File: config.mk
export PLATFORM = sky130hd
export DESIGN_NAME = tankGameTop
export DESIGN_NICKNAME = d
export VERILOG_FILES = /design/src/common/gamePkg.sv /design/src/common/videoPkg.sv /design/src/rtl/tankGameTop.sv /design/src/rtl/pixelRenderer.sv /design/src/rtl/tank/tankMover.sv /design/src/rtl/map/tileMap.sv
export SDC_FILE = /design/constraint.sdc
export NUM_CORES = 1
export LEC_CHECK = 0
export BUFFER_PORTS_ARGS = -buffer_cell sky130_fd_sc_hd__buf_4
export CELL_PAD_IN_SITES_DETAIL_PLACEMENT = 1
export CELL_PAD_IN_SITES_GLOBAL_PLACEMENT = 2
export CORE_ASPECT_RATIO = 1.4
export CORE_MARGIN = 2
export CORE_UTILIZATION = 35
export CTS_BUF_LIST = sky130_fd_sc_hd__clkbuf_4
export DETAILED_ROUTE_END_ITERATION = 7
export GPL_TIMING_DRIVEN = 1
export PLACE_DENSITY_LB_ADDON = 0.1
export SETUP_SLACK_MARGIN = 0.02
export SYNTH_ARGS = -nofsm -noshare
export SYNTH_HDL_FRONTEND = slang
export SYNTH_SLANG_ARGS = --single-unit
File: constraint.sdc
create_clock -name Master_Clock_In -period 2.8 [get_ports Master_Clock_In]
set_input_delay 0.7 -clock Master_Clock_In [delete_from_list [all_inputs] [get_ports Master_Clock_In]]
set_output_delay 0.7 -clock Master_Clock_In [all_outputs]
set_load 0.01 [all_outputs]
File: src/rtl/map/levelMaps.mem
// One row of 20 tiles per line with column 0 in the leftmost hex digit
// Codes are 0 empty, 1 solid, 2 brick, 3 coin and 4 to 7 markers
// Level 0
00030000000000000000
00000000000000000000
01110000000000022200
00000000300000000000
00000222222000000000
00000000000000001000
00300000000000001000
00000000002000001000
00000000000000000000
00000022200000000300
00004000000000000000
00000000000000000000
00001111000001111000
00000000000000000000
10000000000000000001
// Level 1
00000000000000000000
00000000000000000000
00111100000001111100
00000000000000000000
00030000000000003000
00000000020000000000
00000000020000000000
00000000001000000000
00000000020000000000
00000000000000000000
02220000000000002220
00000000000000000000
00000050000000000000
00000000000000000000
30000000000000000000

File: src/common/gamePkg.sv
package gamePkg;

    // Map grid, each tile is 32 pixels square
    localparam int MapCols   = 20;
    localparam int MapRows   = 15;
    localparam int TileShift = 5;

    // Codes 4 to 7 are markers, anything above is unknown
    typedef enum logic [3:0]
    {
        TileEmpty = 4'd0,
        TileSolid = 4'd1,
        TileBrick = 4'd2,
        TileCoin  = 4'd3
    } tileCodeT;

    typedef struct packed
    {
        logic [4:0] col;
        logic [3:0] row;
    } tilePosT;

    // Bit 0 set means right edge, bit 1 set means bottom edge
    typedef enum logic [1:0]
    {
        CornerTl = 2'd0,
        CornerTr = 2'd1,
        CornerBl = 2'd2,
        CornerBr = 2'd3
    } cornerT;

    typedef tilePosT  [3:0] cornerTilesT;
    typedef tileCodeT [3:0] cornerCodesT;

    typedef logic [7:0] coinCountT;

    // Tank position after reset
    localparam int StartX = 5;
    localparam int StartY = 5;

    // Screen coordinate to tile, wrapping on the grid size
    function automatic tilePosT toTile(input logic [9:0] x, input logic [9:0] y);
        tilePosT pos;
        pos.col = 5'((x >> TileShift) % MapCols);
        pos.row = 4'((y >> TileShift) % MapRows);
        return pos;
    endfunction

endpackage

File: src/common/videoPkg.sv
package videoPkg;

    // Visible raster size
    localparam int PixelsHoriz = 640;
    localparam int PixelsVert  = 480;

    // One screen coordinate, wide enough for the full 640 column count
    typedef logic [9:0] coordT;

    typedef struct packed
    {
        coordT x;
        coordT y;
    } pixelPosT;

    // 4 bits per channel, red in the top nibble
    typedef struct packed
    {
        logic [3:0] red;
        logic [3:0] green;
        logic [3:0] blue;
    } rgbT;

    // Black during blanking, dark grey beyond the visible area
    localparam rgbT BlankColour   = '{red: 4'h0, green: 4'h0, blue: 4'h0};
    localparam rgbT OutsideColour = '{red: 4'h2, green: 4'h2, blue: 4'h2};

endpackage
File: src/rtl/tankGameTop.sv
`timescale 1ns/1ns

module tankGameTop
    import gamePkg::*;
    import videoPkg::*;
#(
    parameter int TankWidth = 24
)
(
    input  logic       Master_Clock_In,
    input  logic       arstN,
    input  logic       dispEna,
    input  pixelPosT   pixel,
    input  logic       up,
    input  logic       down,
    input  logic       left,
    input  logic       right,
    input  logic       levelSelect,
    input  logic [1:0] speedSelect,
    output rgbT        colour,
    output coinCountT  coinValue
);

    cornerTilesT cornerPos;
    cornerCodesT cornerCode;
    logic        coinClear;
    tilePosT     clearPos;
    pixelPosT    tankPos;
    tilePosT     pixelTile;
    tileCodeT    pixelCode;

    // Level data and collected coins
    tileMap tileMap_i (
        .Master_Clock_In (Master_Clock_In),
        .arstN           (arstN),
        .levelSelect     (levelSelect),
        .cornerPos       (cornerPos),
        .coinClear       (coinClear),
        .clearPos        (clearPos),
        .pixelTile       (pixelTile),
        .cornerCode      (cornerCode),
        .pixelCode       (pixelCode)
    );

    // Once-per-frame game step
    tankMover #(
        .TankWidth (TankWidth)
    ) tankMover_i (
        .Master_Clock_In (Master_Clock_In),
        .arstN           (arstN),
        .dispEna         (dispEna),
        .pixel           (pixel),
        .up              (up),
        .down            (down),
        .left            (left),
        .right           (right),
        .speedSelect     (speedSelect),
        .cornerCode      (cornerCode),
        .cornerPos       (cornerPos),
        .coinClear       (coinClear),
        .clearPos        (clearPos),
        .tankPos         (tankPos),
        .coinValue       (coinValue)
    );

    pixelRenderer #(
        .TankWidth (TankWidth)
    ) pixelRenderer_i (
        .Master_Clock_In (Master_Clock_In),
        .arstN           (arstN),
        .dispEna         (dispEna),
        .pixel           (pixel),
        .tankPos         (tankPos),
        .pixelCode       (pixelCode),
        .pixelTile       (pixelTile),
        .colour          (colour)
    );

endmodule

File: src/rtl/pixelRenderer.sv
`timescale 1ns/1ns

module pixelRenderer
    import gamePkg::*;
    import videoPkg::*;
#(
    parameter int TankWidth = 24
)
(
    input  logic     Master_Clock_In,
    input  logic     arstN,
    input  logic     dispEna,
    input  pixelPosT pixel,
    input  pixelPosT tankPos,
    input  tileCodeT pixelCode,
    output tilePosT  pixelTile,
    output rgbT      colour
);

    // Flat colours for the tank and each tile kind
    localparam rgbT TankColour    = '{red: 4'h0, green: 4'hA, blue: 4'h0};
    localparam rgbT EmptyColour   = '{red: 4'hF, green: 4'hF, blue: 4'hF};
    localparam rgbT SolidColour   = '{red: 4'h4, green: 4'h4, blue: 4'h4};
    localparam rgbT BrickColour   = '{red: 4'hA, green: 4'h4, blue: 4'h2};
    localparam rgbT CoinColour    = '{red: 4'hF, green: 4'hD, blue: 4'h0};
    localparam rgbT MarkerColour  = '{red: 4'hF, green: 4'h4, blue: 4'h4};
    localparam rgbT UnknownColour = '{red: 4'h8, green: 4'h8, blue: 4'h8};

    logic inTank;
    rgbT  tileColour;
    rgbT  nextColour;

    assign pixelTile = toTile(pixel.x, pixel.y);

    // Box edges themselves show the tile underneath
    assign inTank = (pixel.x > tankPos.x) && (pixel.x < tankPos.x + TankWidth) &&
                    (pixel.y > tankPos.y) && (pixel.y < tankPos.y + TankWidth);

    always_comb
    begin
        case (pixelCode)
            TileEmpty:                tileColour = EmptyColour;
            TileSolid:                tileColour = SolidColour;
            TileBrick:                tileColour = BrickColour;
            TileCoin:                 tileColour = CoinColour;
            4'd4, 4'd5, 4'd6, 4'd7:   tileColour = MarkerColour;
            default:                  tileColour = UnknownColour;
        endcase
    end

    //////////////////////////////////////////////////////////////////////
    // Colour priority and output register

    always_comb
    begin
        if (!dispEna)
            nextColour = BlankColour;
        else if (pixel.x >= coordT'(PixelsHoriz) || pixel.y >= coordT'(PixelsVert))
            nextColour = OutsideColour;
        else if (inTank)
            nextColour = TankColour;
        else
            nextColour = tileColour;
    end

    always_ff @(posedge Master_Clock_In or negedge arstN)
    begin
        if (!arstN)
            colour <= BlankColour;
        else
            colour <= nextColour;
    end

endmodule

File: src/rtl/tank/tankMover.sv
`timescale 1ns/1ns

module tankMover
    import gamePkg::*;
    import videoPkg::*;
#(
    parameter int TankWidth = 24
)
(
    input  logic        Master_Clock_In,
    input  logic        arstN,
    input  logic        dispEna,
    input  pixelPosT    pixel,
    input  logic        up,
    input  logic        down,
    input  logic        left,
    input  logic        right,
    input  logic [1:0]  speedSelect,
    input  cornerCodesT cornerCode,
    output cornerTilesT cornerPos,
    output logic        coinClear,
    output tilePosT     clearPos,
    output pixelPosT    tankPos,
    output coinCountT   coinValue
);

    // Screen edge limits for the wrap rule
    localparam coordT WrapHighX = coordT'(PixelsHoriz - TankWidth);
    localparam coordT WrapHighY = coordT'(PixelsVert - TankWidth);
    localparam coordT LandX     = coordT'(PixelsHoriz - TankWidth - 3);
    localparam coordT LandY     = coordT'(PixelsVert - TankWidth - 3);

    logic     frameEnd;
    coordT    rightX;
    coordT    bottomY;
    logic     wrapX;
    logic     wrapY;
    logic     wallHit;
    cornerT   wallCorner;
    logic     coinHit;
    cornerT   coinCorner;
    logic     takeCoin;
    coordT    speed;
    pixelPosT nextPos;

    // One step per frame, on the first position past the visible area
    assign frameEnd = dispEna && (pixel.x == coordT'(PixelsHoriz)) &&
                      (pixel.y == coordT'(PixelsVert));

    //////////////////////////////////////////////////////////////////////
    // Corner tiles

    assign rightX  = tankPos.x + coordT'(TankWidth);
    assign bottomY = tankPos.y + coordT'(TankWidth);

    assign cornerPos[CornerTl] = toTile(tankPos.x, tankPos.y);
    assign cornerPos[CornerTr] = toTile(rightX, tankPos.y);
    assign cornerPos[CornerBl] = toTile(tankPos.x, bottomY);
    assign cornerPos[CornerBr] = toTile(rightX, bottomY);

    // First wall and first coin corner in TL, TR, BL, BR order
    always_comb
    begin
        wallHit    = 1'b0;
        wallCorner = CornerTl;
        coinHit    = 1'b0;
        coinCorner = CornerTl;
        for (int i = 0; i < 4; i++)
        begin
            if (!wallHit && (cornerCode[i] == TileSolid || cornerCode[i] == TileBrick))
            begin
                wallHit    = 1'b1;
                wallCorner = cornerT'(i);
            end
            if (!coinHit && cornerCode[i] == TileCoin)
            begin
                coinHit    = 1'b1;
                coinCorner = cornerT'(i);
            end
        end
    end

    //////////////////////////////////////////////////////////////////////
    // Step selection

    assign wrapX    = (tankPos.x == '0) || (tankPos.x >= WrapHighX);
    assign wrapY    = (tankPos.y == '0) || (tankPos.y >= WrapHighY);
    assign takeCoin = !wrapX && !wrapY && !wallHit && coinHit;
    assign speed    = coordT'(speedSelect) + coordT'(1);

    always_comb
    begin
        nextPos = tankPos;
        if (wrapX || wrapY)
        begin
            if (tankPos.x == '0)
                nextPos.x = LandX;
            else if (tankPos.x >= WrapHighX)
                nextPos.x = coordT'(3);
            if (tankPos.y == '0)
                nextPos.y = LandY;
            else if (tankPos.y >= WrapHighY)
                nextPos.y = coordT'(3);
        end
        else if (wallHit)
        begin
            // Diagonal nudge away from the blocked corner
            nextPos.x = wallCorner[0] ? tankPos.x - coordT'(1) : tankPos.x + coordT'(1);
            nextPos.y = wallCorner[1] ? tankPos.y - coordT'(1) : tankPos.y + coordT'(1);
        end
        else if (!coinHit)
        begin
            if (up)
                nextPos.y = tankPos.y - speed;
            else if (right)
                nextPos.x = tankPos.x + speed;
            else if (down)
                nextPos.y = tankPos.y + speed;
            else if (left)
                nextPos.x = tankPos.x - speed;
        end
    end

    // Tile is marked on the same edge that counts the coin
    assign coinClear = frameEnd && takeCoin;
    assign clearPos  = cornerPos[coinCorner];

    //////////////////////////////////////////////////////////////////////
    // Game state

    always_ff @(posedge Master_Clock_In or negedge arstN)
    begin
        if (!arstN)
        begin
            tankPos   <= '{x: coordT'(StartX), y: coordT'(StartY)};
            coinValue <= '0;
        end
        else if (frameEnd)
        begin
            tankPos <= nextPos;
            if (takeCoin)
                coinValue <= coinValue + coinCountT'(1);
        end
    end

endmodule

File: src/rtl/map/tileMap.sv
`timescale 1ns/1ns

module tileMap
    import gamePkg::*;
(
    input  logic        Master_Clock_In,
    input  logic        arstN,
    input  logic        levelSelect,
    input  cornerTilesT cornerPos,
    input  logic        coinClear,
    input  tilePosT     clearPos,
    input  tilePosT     pixelTile,
    output cornerCodesT cornerCode,
    output tileCodeT    pixelCode
);

    // 4 bits per tile, column 0 in the top nibble of the row word
    localparam int    RowBits   = 4 * MapCols;
    localparam int    MaskBits  = MapCols * MapRows;
    localparam string LevelFile = "/design/src/rtl/map/levelMaps.mem";

    //////////////////////////////////////////////////////////////////////
    // Level storage

    // Level 0 rows 0 to 14 come first in the file, then level 1
    logic [RowBits-1:0] levelRom [0:2*MapRows-1];

    initial
    begin
        $readmemh(LevelFile, levelRom);
    end

    logic level;
    logic levelLocked;

    // Follows the switch while held in reset, frozen from the first edge after release
    always_ff @(posedge Master_Clock_In or negedge arstN)
    begin
        if (!arstN)
            levelLocked <= 1'b0;
        else
            levelLocked <= 1'b1;
    end

    always_ff @(posedge Master_Clock_In)
    begin
        if (!levelLocked)
            level <= levelSelect;
    end

    //////////////////////////////////////////////////////////////////////
    // Collected coins

    // One bit per tile, indexed row * 20 + col
    logic [MaskBits-1:0] cleared;

    always_ff @(posedge Master_Clock_In or negedge arstN)
    begin
        if (!arstN)
        begin
            cleared <= '0;
        end
        else if (coinClear)
        begin
            cleared[MapCols * int'(clearPos.row) + int'(clearPos.col)] <= 1'b1;
        end
    end

    //////////////////////////////////////////////////////////////////////
    // Read ports

    function automatic tileCodeT readTile(input tilePosT pos);
        logic [RowBits-1:0] rowWord;
        rowWord = levelRom[MapRows * int'(level) + int'(pos.row)];
        if (cleared[MapCols * int'(pos.row) + int'(pos.col)])
            return TileEmpty;
        return tileCodeT'(rowWord[RowBits - 1 - 4 * int'(pos.col) -: 4]);
    endfunction

    // Four tank corners plus the raster pixel
    always_comb
    begin
        pixelCode = readTile(pixelTile);
        for (int i = 0; i < 4; i++)
        begin
            cornerCode[i] = readTile(cornerPos[i]);
        end
    end

endmodule

== After elaboration in Yosys (flattened, before gate mapping) ==
Memories as Yosys holds them, arrays and structs flattened.
Index checks and enable logic that the tools add are counted.
Word-level totals
  bits in registers: 340
  memories: 1
  bits in read-only memories: 88
Memories
  (name not given): depth 8, width 11, read ports 1, clocked after memory_dff 0, wr ports 0, RTL line pixelRenderer.sv:41  | case (pixelCode)
Operators by class
  bitwise logic cells: 1
  add/sub/neg operators: 23
  div/mod/pow operators: 6
  $lt $le $gt $ge: 16
  shift operators: 5
  equal/unequal tests: 20
  muxes and demuxes: 68
  multipliers: 4
  reductions and logical operators: 40
Operators with widths (count)
  83-bit by 32-bit indexed part select with 4-bit output (first input constant): 5
  300-bit bitwise OR: 1
  32-bit by 6-bit adder with 32-bit output: 6
  32-bit by 11-bit < comparator with 1-bit output (second input constant): 6
  10-bit 2-to-1 mux: 13
  5-bit by 4-bit modulo with 32-bit output (second input constant): 3
  5-bit by 5-bit modulo with 32-bit output (second input constant): 3
  10-bit by 32-bit < comparator with 1-bit output: 2
  20-bit 2-to-1 mux: 3
  12-bit 2-to-1 mux: 4
  1-bit binary-select mux with 9-bit select: 5
  4-bit 2-to-1 mux: 10
  4-bit by 2-bit == test with 1-bit output (second input constant): 8
  32-bit by 1-bit >= comparator with 1-bit output (second input constant): 1
  3-bit by 4-bit multiplier with 7-bit output (first input constant): 4
  1-bit 2-to-1 mux: 26
  7-bit by 7-bit subtractor with 8-bit output (first input constant): 3
  10-bit by 5-bit adder with 11-bit output (second input constant): 2
  10-bit by 1-bit adder with 10-bit output (second input constant): 2
  10-bit adder: 2
  10-bit by 5-bit adder with 10-bit output (second input constant): 2
  10-bit >= comparator (second input constant): 2
  10-bit by 9-bit >= comparator with 1-bit output (second input constant): 2
  10-bit greater-than comparator: 2
  other kinds (24): 66

== Longest topological paths before layout ==
Gate-level depths: netlist of run 1.
  depth in word-level cells: 28
  mapped depth: 11
  depth with buffers taken out: 11

== Cells and area by module ==
A second synthesis of run 1 with hierarchy kept.
Second synthesis, totals
  cells, all modules: 673
  area, all modules: 5614.1 um2
Modules (own cells, without submodules)
  tankMover: sequential area each 705.7 um2, area an instance 3608.5 um2, instances 1, cells an instance 437
  pixelRenderer: sequential area each 300.3 um2, area an instance 1851.8 um2, instances 1, cells an instance 215
  tileMap: sequential area each 0.0 um2, area an instance 153.9 um2, instances 1, cells an instance 21

== Worst setup path after synthesis of run 1 ==
No wires, ideal clock.
  kind: input -> register
  start: input port speedSelect[0]
  end: register, netlist name tankMover_i.tankPos[8]
  stages: 10
  slack: -0.335 ns
  arrival time: 3.039 ns
  path buffers: 0
  setup time: 0.095 ns
  path through: inv_1 -> ha_1 -> xnor2_1 -> fa_1 -> a211oi_1 -> o21bai_1 -> a2111oi_0 -> nor3_1 -> xnor2_1 -> o31ai_1
On the way
  word-level cells in the longest chain between the ends: 8
RTL lines
  start, declared: RTL line tankGameTop.sv:19  | input logic [1:0] speedSelect,
  2-bit by 1-bit adder with 3-bit output (*): RTL line tankMover.sv:89  | assign speed = coordT'(speedSelect) + coordT'(1);
  10-bit adder: RTL line tankMover.sv:118  | nextPos.y = tankPos.y + speed;
  10-bit 2-to-1 mux: RTL line tankMover.sv:117  | else if (down)
  10-bit 2-to-1 mux: RTL line tankMover.sv:115  | else if (right)
  10-bit 2-to-1 mux (*): RTL line tankMover.sv:113  | if (up)
  20-bit 2-to-1 mux (*): RTL line tankMover.sv:111  | else if (!coinHit)
  20-bit 2-to-1 mux (*): RTL line tankMover.sv:105  | else if (wallHit)
  20-bit 2-to-1 mux (*): RTL line tankMover.sv:94  | if (wrapX || wrapY)
Every way passes the cells marked *; elsewhere a longest branch is shown, timed or not. The select of a mux whose other input is x is not followed.
A chain may end at the register's enable or synchronous reset.

== Worst setup path after layout of run 1 ==
  start: input port speedSelect[0]
  end: register, netlist name tankMover_i.tankPos[19]
On the way
  word-level cells in the longest chain between the ends: 9
RTL lines
  2-bit by 1-bit adder with 3-bit output (*): RTL line tankMover.sv:89
  10-bit subtractor: RTL line tankMover.sv:120  | nextPos.x = tankPos.x - speed;
  10-bit 2-to-1 mux: RTL line tankMover.sv:119  | else if (left)
  10-bit 2-to-1 mux: RTL line tankMover.sv:117
  10-bit 2-to-1 mux (*): RTL line tankMover.sv:115
  10-bit 2-to-1 mux (*): RTL line tankMover.sv:113
  20-bit 2-to-1 mux (*): RTL line tankMover.sv:111
  20-bit 2-to-1 mux (*): RTL line tankMover.sv:105
  20-bit 2-to-1 mux (*): RTL line tankMover.sv:94
Marked as above.

==> metrics.yaml, run 1 <==
run_status:
  status: "completed"
worst_setup_path:
  regToRegSetupSlack_ns: 0.25
  critical_path.endpoint_type: "flip-flop"
  worst-path-buf-inv: 3
  worstReg2RegEnd: "tankMover_i.tankPos[19]"
  crit_type: "input port to flip-flop"
  rr_startpoint: "tankMover_i.tankPos[3]"
  required_ns: 3.07
  cpMostUsedCell: "buf_4"
  crit_end: "tankMover_i.tankPos[19]"
  cpPeakStageDelay_ns: 0.51
  cp.arrival_ns: 3.00
  crit_family: "compound AO/OA/AOI/OAI gates"
  cp_cell_sequence: "buf_4, clkinvlp_4, ha_4, o41ai_4, ha_1, buf_4, o2111ai_1, o21ai_1, mux2i_2, or4_1, o311ai_1"
  reg2regPathDepth: 7
  critical_path.max_fanout: 5
  startpoint: "speedSelect[0]"
  cp_slowest_cell: "or4_1"
  cp.depth: 11
  critPathLaunchType: "input port"
power:
  power_switching_uw: 343
  cellPowerDensity_nw_per_um2: 251
  seq_power_share_pct: 34.0
  p_int_uw: 692
  finalPower_uw: 1040
  power_frac_comb_pct: 38.0
  p_leak_uw: 0.00197
  irDropWorstVdd_v: 0.000156
  power_frac_clock_pct: 27.9
  switching_share_pct: 33.1
final_layout:
  fillers: 1153
  nets: 549
  num_antenna_cells: 0
  final_util_pct: 44.2
  drive_above_1_share_pct: 28.3
  syn2layout_area_growth_pct: 24.8
placement:
  io_buffers: 40
  dp_hpwl_um: 8310
  place.gp.congestion: 0.783
  place_ws_ns: -0.406
timing:
  setup_viol: 0
  drv_slew: 0
  worst_slack_ns: 0.0655
  hold_viol_final: 0
  worstMarginPinSlew_ns: 0.706
  timing.slew.headroom_pct: 52.6
  rsz0062_at_grt: "true"
  max_freq_mhz: 366
  final.min_clock_period_ns: 2.73
  clock_skew_ns: 0.0127
  fin_crit_sh_pct: 97.7
clocking:
  cts_made_buffers: 3
  htreeDepth: 1
  cts-root-buf: "clkbuf_4"
  clk_latency_ns: 0.36
  clk_pin_slew_ns: 0.18
  cts_tree: "built"
  clkSinkCount: 24
  cts_buffer_depth: 2
run:
  cap_violations: 0
global_route:
  overflow: 0
  grt_pass1_vias: 3237
  antenna_found_initial: 0
  grt_max_degree: 25
  track_usage_pct: 20.1
  grt_first_pass_wirelength_um: 16400
detailed_routing:
  dr.pass1.iters: 4
  wire_per_inst_um: 17.5
  vias: 3106
  drc: 0
  ant_nets: 0
  route.final.wire_length_um: 9970
  drt_iter0_drc: 43
  viasPerCell: 5.45
floorplan:
  dieArea_um2: 10300
  die_w_um: 86.2
  ios: 50
  die_y_um: 119
  num_rows: 42
  core_area_um2: 9350
  start_util_pct: 35.4
synthesis:
  syn_area_um2: 3310
  ys_ff_latch: 24
  ys_seq_area_share_pct: 18.3
  synthDistinctLibCells: 67
  synth_edf_count: 0
  ys.warnings.count: 0
  synthTopCellsByArea: "ha_1, dfrtp_1, xnor2_1"
  synth_cells: 385
  synth_async_sr_flop_share_pct: 100
  avgSynthCellArea_um2: 8.60
  yosysTopAreaCell: "ha_1"
  synthFlopType: "dfrtp_1"
  synth_top_area_share_pct: 21.2
hold_path:
  hold_path.class: "input port to async pin"
-- placed cells by master, fill, tap and decap left out, types with 4 or more instances in the layout --
cell | netlist | routed
o31ai_1 | 11 | 9
nor4_1 | 7 | 7
xnor2_1 | 16 | 14
nor2b_1 | 5 | 4
a21oi_1 | 22 | 21
o21ai_0 | 15 | 13
nor3_1 | 15 | 14
o21a_1 | 6 | 6
xor2_1 | 6 | 6
conb_1 | 1 | 8
dfrtp_1 | 20 | 20
inv_1 | 34 | 33
dfstp_2 | 4 | 4
a211oi_1 | 8 | 7
nand4_1 | 8 | 8
nand2_1 | 20 | 20
nor2_1 | 23 | 23
o211ai_1 | 4 | 4
nand2b_1 | 4 | 4
ha_1 | 56 | 54
a21o_1 | 12 | 12
buf_4 | 17 | 88
-- synth_stat cells, types with 7 or more instances --
cell type / count
nor3_1: 15
a211oi_1: 8
buf_4: 17
nor2_1: 23
ha_1: 56
a21o_1: 12
nor4_1: 7
o31ai_1: 11
inv_1: 34
dfrtp_1: 20
nand2_1: 20
a21oi_1: 22
xnor2_1: 16
nand4_1: 8
o21ai_0: 15
-- metal layers --
metal  wire length (µm)  global-route usage (%)  vias to the layer above
met2               5540                    38.0                       26
met4                 96                    4.00                        0
li1                   -                       -                     1557
met5                  0                       0                        -
met3                140                    1.59                        7
met1               4190                    24.4                     1516
-- metrics by stage --
| step | cells | hold WS [ns] | area [µm²] | setup TNS (ns) |
|---|---|---|---|---|
| 3_3_place_gp | 564 | 0.513 | 4010 | -1.50 |
| 3_5_place_dp | 564 | 0.520 | 4010 | -1.95 |
| 5_1_grt | 570 | 0.226 | 4130 | 0 |
| 6_report | 570 | 0.214 | 4130 | 0 |
| 4_1_cts | 569 | 0.212 | 4080 | 0 |
| 2_1_floorplan | 392 | 0.404 | 3420 | -0.274 |
-- timing repair --
action	in CTS	in global routing
endpoints found under the setup margin	1	7
gates resized for setup	1	10
pin swaps	1	2
buffers inserted	1	1
hold buffers	0	0
-- layout make-up --
class / count / area (µm²) / area share, %
Sequential cell: 24 / 606 / 14.7
Timing Repair Buffer: 88 / 661 / 16.0
Multi-Input combinational cell: 308 / 2530 / 61.4
Clock buffer: 3 / 22.5 / 0.545
Tap cell: 110 / 138 / 3.33
Clock inverter: 1 / 30.0 / 0.727
Inverter: 36 / 139 / 3.36
-- flip-flops by register name (all words and copies together), names as in the netlist --
| register | count |
|---|---|
| pixelRenderer_i.colour | 4 |
| tankMover_i.tankPos | 20 |
-- cells by family after synthesis --
family                   synth area share, %
AO/OA/AOI/OAI                           24.5
flip-flops                              18.3
adder cells (fa/ha/maj)                 22.4
AND/OR/NAND/NOR                         17.3
XOR/XNOR                                5.82
other                                  0.113
multiplexers                            1.55
buffers and inverters                   10.0
-- power groups by stage --
stage | Clock, µW | Sequential [µW] | Combinational [µW]
CTS | 295 | 353 | 388
detailed placement | 0 | 359 | 380
global route | 304 | 353 | 439
finish | 289 | 352 | 394
global placement | 0 | 358 | 371
floorplan | 0 | 360 | 230
-- worst register-to-register path: stages, from the launching register on --
cell      delay, ns
dfrtp_1        0.50
buf_4          0.20
nor3_2         0.06
and3_1         0.33
nor4_4         0.72
nand2_1        0.11
or4_1          0.41
o311ai_1       0.10
-- how the worst min path moves through the flow --
| stage | from | endpoint | slack, ns |
|---|---|---|---|
| final | arstN | tankMover_i.tankPos[13] | 0.21 |
| after global routing | arstN | tankMover_i.tankPos[13] | 0.23 |
| after CTS | arstN | tankMover_i.tankPos[13] | 0.21 |
| after detailed placement | tankMover_i.tankPos[0] | tankMover_i.tankPos[0] | 0.52 |
| after global placement | tankMover_i.tankPos[0] | tankMover_i.tankPos[0] | 0.51 |
| after floorplan | arstN | pixelRenderer_i.colour[1] | 0.40 |
(Power assumes the default switching activity.)
==> run 2: changes to the inputs <==
Settings changed: SYNTH_HIERARCHICAL set to 1.
==> metrics.yaml, run 2 <==
global_route:
  grt_max_degree: 41  # +64%
  overflow: 0  # unchanged
  antenna_found_initial: 1  # +1
  grt_first_pass_wirelength_um: 19600  # +20%
  grt_pass1_vias: 4166  # +29%
  track_usage_pct: 18.3  # -1.8 points
clocking:
  cts-root-buf: "clkbuf_4"
  clk_latency_ns: 0.36  # about the same
  htreeDepth: 2  # +1
  cts_made_buffers: 5  # +2
  cts_tree: "built"
  clkSinkCount: 40  # +67%
  clk_pin_slew_ns: 0.13  # -0.05 ns
  cts_buffer_depth: 2  # unchanged
floorplan:
  num_rows: 47  # +12%
  start_util_pct: 35.9  # +0.51 points
  ios: 50  # unchanged
  die_y_um: 135  # +13%
  core_area_um2: 11900  # +27%
  dieArea_um2: 13100  # +28%
  die_w_um: 97.3  # +13%
detailed_routing:
  wire_per_inst_um: 15.9  # -9.2%
  dr.pass1.iters: 4  # unchanged
  route.final.wire_length_um: 11700  # +18%
  viasPerCell: 5.23  # -4.0%
  vias: 3865  # +24%
  drc: 0  # unchanged
  ant_nets: 0  # unchanged
  drt_iter0_drc: 105  # +140%
worst_setup_path:
  rr_startpoint: "tankMover_i/tankPos[14]"
  worstReg2RegEnd: "pixelRenderer_i/colour[1]"
  regToRegSetupSlack_ns: 0.09  # -0.16 ns
  critical_path.endpoint_type: "flip-flop"
  reg2regPathDepth: 12  # +5
  required_ns: 3.09  # +0.02 ns
  cp.arrival_ns: 3.08  # +0.08 ns
  critical_path.max_fanout: 4  # -1
  crit_type: "input port to flip-flop"
  critPathLaunchType: "input port"
timing:
  worstMarginPinSlew_ns: 0.555  # -0.151 ns
  timing.slew.headroom_pct: 62.8  # +10 points
  rsz0062_at_grt: "true"
  clock_skew_ns: 0.00791  # -0.00480 ns
  fin_crit_sh_pct: 99.5  # +1.9 points
  final.min_clock_period_ns: 2.79  # +0.0521 ns
  hold_ws_ns: 0.287  # +0.0734 ns
  hold_viol_final: 0  # unchanged
  max_freq_mhz: 359  # -1.9%
  setup_viol: 0  # unchanged
  tns_ns: 0  # unchanged
  drv_slew: 0  # unchanged
final_layout:
  syn2layout_area_growth_pct: 26.0
  multi_input_area_um2: 3140  # +24%
  layout_common_cells: "buf_4, ha_1, inv_1"
  nets: 686  # +25%
  largest_reg_flops: 20  # unchanged
  top_regs: "tankMover_i/tankPos (20), pixelRenderer_i/colour (12), tankMover_i/coinValue (8)"
  ff_latch_area_um2: 1010  # +66%
  regMostFlops: "tankMover_i/tankPos"
  drive_above_1_share_pct: 26.9  # -1.4 points
  final_cell_count_no_fill: 739  # +30%
  final_common_cell: "buf_4"
  fillers: 1433  # +24%
synthesis:
  ys.warnings.count: 6  # +6
  syn_area_um2: 4270  # +29%
  synth_cells: 496  # +29%
  avgSynthCellArea_um2: 8.60  # about the same
power:
  cellPowerDensity_nw_per_um2: 269  # +7.3%
  irDropWorstVdd_v: 0.000129  # -18%
  p_leak_uw: 0.00252  # +27%
  finalPower_uw: 1450  # +40%
placement:
  io_buffers: 48  # +20%
  place_inst: 723  # +28%
  place.gp.congestion: 0.819  # +4.5%
  dp_hpwl_um: 9780  # +18%
hold_path:
  hold_path.class: "input port to async pin"
run:
  cap_violations: 0  # unchanged
run_status:
  status: "completed"
run 2: cell types whose count changed in the layout (fill, tap and decap cells not counted), moves of 8 or more:
cell | before | now
nand2_1 | 20 | 31
buf_4 | 88 | 99
nor2_1 | 23 | 32
inv_1 | 33 | 41
dfrtp_1 | 20 | 36
conb_1 | 8 | 20
run 2: what timing repair did:
action	in CTS	in global routing
hold buffers	0	0
hold endpoints to repair	0	0
pin swaps	16	22
resized for setup	20	28
setup endpoints to repair	14	23
cloned	0	0
buffers inserted	5	3
run 2: area by class of cell:
| class | instances | area share, % |
|---|---|---|
| multi-input combinational | 394 | 58.4 |
| sequential | 40 | 18.7 |
| timing repair buffer | 103 | 14.9 |
| inverter | 46 | 3.49 |
| tap | 147 | 3.42 |
| clock buffer | 6 | 0.838 |
| clock inverter | 2 | 0.210 |
| antenna | 1 | 0.0466 |
run 2: report_power, final:
group          switching (µW)  total (µW)  internal (µW)
clock network             204         309            105
registers                2.18         588            585
logic                     281         549            267
run 2: critical path, stage by stage:
cell and delay (ns):
buf_12 0.10, inv_12 0.03, ha_4 0.29, nor4bb_4 0.05
a211oi_2 0.22, o21ai_2 0.09, and2_4 0.17, ha_4 0.28
o21ai_2 0.05, a21oi_2 0.18, nor3_2 0.09, o31ai_2 0.26
xnor2_1 0.14, o31a_1 0.29, o22ai_1 0.15
run 2: worst max path at each step:
stage	from	to	slack, ns	depth (start not counted)
after floorplan	speedSelect[1]	tankMover_i/tankPos[19]	-0.05	13
after global placement	speedSelect[0]	tankMover_i/tankPos[18]	-0.46	14
after detailed placement	speedSelect[0]	tankMover_i/tankPos[18]	-0.52	14
after CTS	speedSelect[1]	tankMover_i/tankPos[15]	0.01	16
after global routing	speedSelect[1]	tankMover_i/tankPos[19]	-0.07	15
final	speedSelect[0]	tankMover_i/tankPos[19]	0.01	15
run 2: metrics by stage:
step	cell area [µm²]	utilization (%)	setup WS [ns]
floorplan	4380	-	-0.0498
global placement	5050	42.5	-0.465
detailed placement	5050	42.5	-0.518
CTS	5240	44.1	0.0107
global route	5370	45.2	-0.0666
finish	5370	45.2	0.0134
run 2: per-layer routing:
metal | routed length [µm] | GRT usage [%]
met1 | 4810 | 21.0
met5 | 0 | 0
met3 | 304 | 2.23
met4 | 280 | 6.94
met2 | 6340 | 34.6
==> run 3: changes to the inputs <==
Settings changed: PLACE_DENSITY set to 0.85, PLACE_DENSITY_LB_ADDON 0.1 to unset.
==> metrics.yaml, run 3 (synthesized netlist as in run 2, its figures left out) <==
run_status:
  status: "completed"
power:
  cellPowerDensity_nw_per_um2: 270  # +0.41%
  finalPower_uw: 1490  # +3.0%
  irDropWorstVdd_v: 0.000123  # -4.2%
  p_leak_uw: 0.00254  # +0.91%
worst_setup_path:
  crit_type: "input port to flip-flop"
  cpMostUsedCell: "ha_4"
  critical_path.endpoint_type: "flip-flop"
  critical_path.max_fanout: 5  # +1
  cp_slowest_cell: "or3_4"
  critPathLaunchType: "input port"
  cp.arrival_ns: 3.03  # -0.05 ns
  crit_family: "simple AND/OR/NAND/NOR gates"
  required_ns: 3.08  # about the same
  worst-path-buf-inv: 2  # unchanged
  cpPeakStageDelay_ns: 0.38  # +0.09 ns
  cp_cell_sequence: "buf_12, inv_12, ha_4, nor4bb_4, a211oi_2, o21ai_2, and2_4, ha_4, or3_4, nor3_4, o31ai_2, xnor2_1, o31a_1, o22ai_1"
floorplan:
  start_util_pct: 35.9  # unchanged
  die_y_um: 135  # unchanged
  dieArea_um2: 13100  # unchanged
  ios: 50  # unchanged
  num_rows: 47  # unchanged
  die_w_um: 97.3  # unchanged
  core_area_um2: 11900  # unchanged
clocking:
  cts_buffer_depth: 2  # unchanged
  clk_pin_slew_ns: 0.12  # about the same
  clkSinkCount: 40  # unchanged
  cts_tree: "built"
  clk_latency_ns: 0.36  # about the same
  cts-root-buf: "clkbuf_4"
  htreeDepth: 2  # unchanged
  cts_made_buffers: 5  # unchanged
  cts_hold_buf: 0  # unchanged
hold_path:
  hold_path.class: "input port to async pin"
global_route:
  grt_first_pass_wirelength_um: 19900  # +1.7%
  grt_pass1_vias: 4208  # +1.0%
  track_usage_pct: 18.5  # +0.19 points
  grt_max_degree: 41  # unchanged
  antenna_found_initial: 1  # unchanged
  overflow: 0  # unchanged
timing:
  fin_crit_sh_pct: 98.0  # -1.5 points
  worst_slack_ns: 0.0552  # +0.0418 ns
  timing.slew.headroom_pct: 43.3  # -19 points
  final.min_clock_period_ns: 2.74  # -0.0418 ns
  rsz0062_at_grt: "true"
  max_freq_mhz: 364  # +1.5%
  worstMarginPinSlew_ns: 0.848  # +0.293 ns
  hold_viol_final: 0  # unchanged
  clock_skew_ns: 0.00672  # -0.00119 ns
  setup_viol: 0  # unchanged
  drv_slew: 0  # unchanged
placement:
  place.gp.congestion: 0.807  # -1.4%
  place_ws_ns: -0.592  # -0.0736 ns
  io_buffers: 48  # unchanged
  dp_hpwl_um: 9970  # +2.0%
final_layout:
  final_common_cell: "buf_4"
  ff_latch_area_um2: 1010  # +0.25%
  largest_reg_flops: 20  # unchanged
  fillers: 1414  # -1.3%
  layout_common_cells: "buf_4, ha_1, inv_1"
  multi_input_area_um2: 3270  # +4.2%
  syn2layout_area_growth_pct: 29.2
  top_regs: "tankMover_i/tankPos (20), pixelRenderer_i/colour (12), tankMover_i/coinValue (8)"
  nets: 688  # +0.29%
  drive_above_1_share_pct: 31.5  # +4.6 points
  regMostFlops: "tankMover_i/tankPos"
detailed_routing:
  route.final.wire_length_um: 12600  # +7.4%
  vias: 3914  # +1.3%
  drc: 0  # unchanged
  drt_iter0_drc: 127  # +21%
  viasPerCell: 5.28  # +0.99%
  ant_nets: 0  # unchanged
  wire_per_inst_um: 17.0  # +7.1%
  dr.pass1.iters: 4  # unchanged
run:
  cap_violations: 0  # unchanged
-- run 3: changes by cell type in the layout (fill, tap and decap cells not counted), sizes merged --
cell and delta:
clkbuf +1, clkinvlp -1, buf +2
-- run 3: cell type report --
cell class              instances  share of cell area [%]
multi-input cells             394                    59.3
flip-flops and latches         40                    18.3
repair buffers                105                    14.7
inverters                      46                    3.36
well taps                     147                    3.34
clock buffers                   7                   0.953
clock inverters                 1                  0.0681
diodes                          1                  0.0454
-- run 3: power breakdown --
group,switching (µW),total (µW),internal (µW)
registers,2.23,588,585
logic,302,590,288
clock network,196,312,116
total,500,1490,990
-- run 3: worst reg2reg max path: cells and delay by family (launching register included) --
kind | cells | cell delay (ns)
flip-flops | 1 | 0.44
AND/OR/NAND/NOR | 2 | 0.32
adder cells (fa/ha/maj) | 2 | 0.40
buffers and inverters | 3 | 0.41
XOR/XNOR | 1 | 0.18
AO/OA/AOI/OAI | 4 | 0.80
-- run 3: final timing paths --
check / startpoint / endpoint / slack (ns) / cells past startpoint
worst max-delay path: speedSelect[0] / tankMover_i/tankPos[19] / 0.06 / 14
worst min-delay path: arstN / pixelRenderer_i/colour[10] / 0.30 / 1
worst max register to register: tankMover_i/tankPos[13] / pixelRenderer_i/colour[3] / 0.12 / 12
worst min register to register: tankMover_i/tankPos[0] / tankMover_i/tankPos[0] / 0.54 / 2
max in group asynchronous: arstN / tankMover_i/tankPos[6] / 2.12 / 1
min in group Master_Clock_In: tankMover_i/tankPos[0] / tankMover_i/tankPos[0] / 0.54 / 2
-- run 3: what timing repair did --
item,in CTS,in global routing
buffers inserted,3,3
gates cloned,1,0
hold endpoints to repair,0,0
pin swaps,14,34
endpoints found under the setup margin,18,20
resized for setup,21,55
-- run 3: stage by stage --
step / instance area (µm²) / TNS (ns) / util [%] / std cells / hold slack [ns]
after floorplan: 4380 / -0.141 / - / 515 / 0.404
after global placement: 5070 / -4.39 / 42.7 / 726 / 0.511
after detailed placement: 5070 / -5.96 / 42.7 / 726 / 0.526
after CTS: 5260 / -0.0617 / 44.2 / 738 / 0.313
after global routing: 5510 / -0.00435 / 46.4 / 741 / 0.327
final: 5510 / 0 / 46.4 / 741 / 0.305
-- run 3: layer usage --
layer	part of all wire [%]	up-vias	global-route usage, %
li1	-	1949	-
met1	37	1879	18.5
met2	58	68	38.9
met3	2.5	18	2.12
met4	2.2	0	5.71
met5	0	-	0
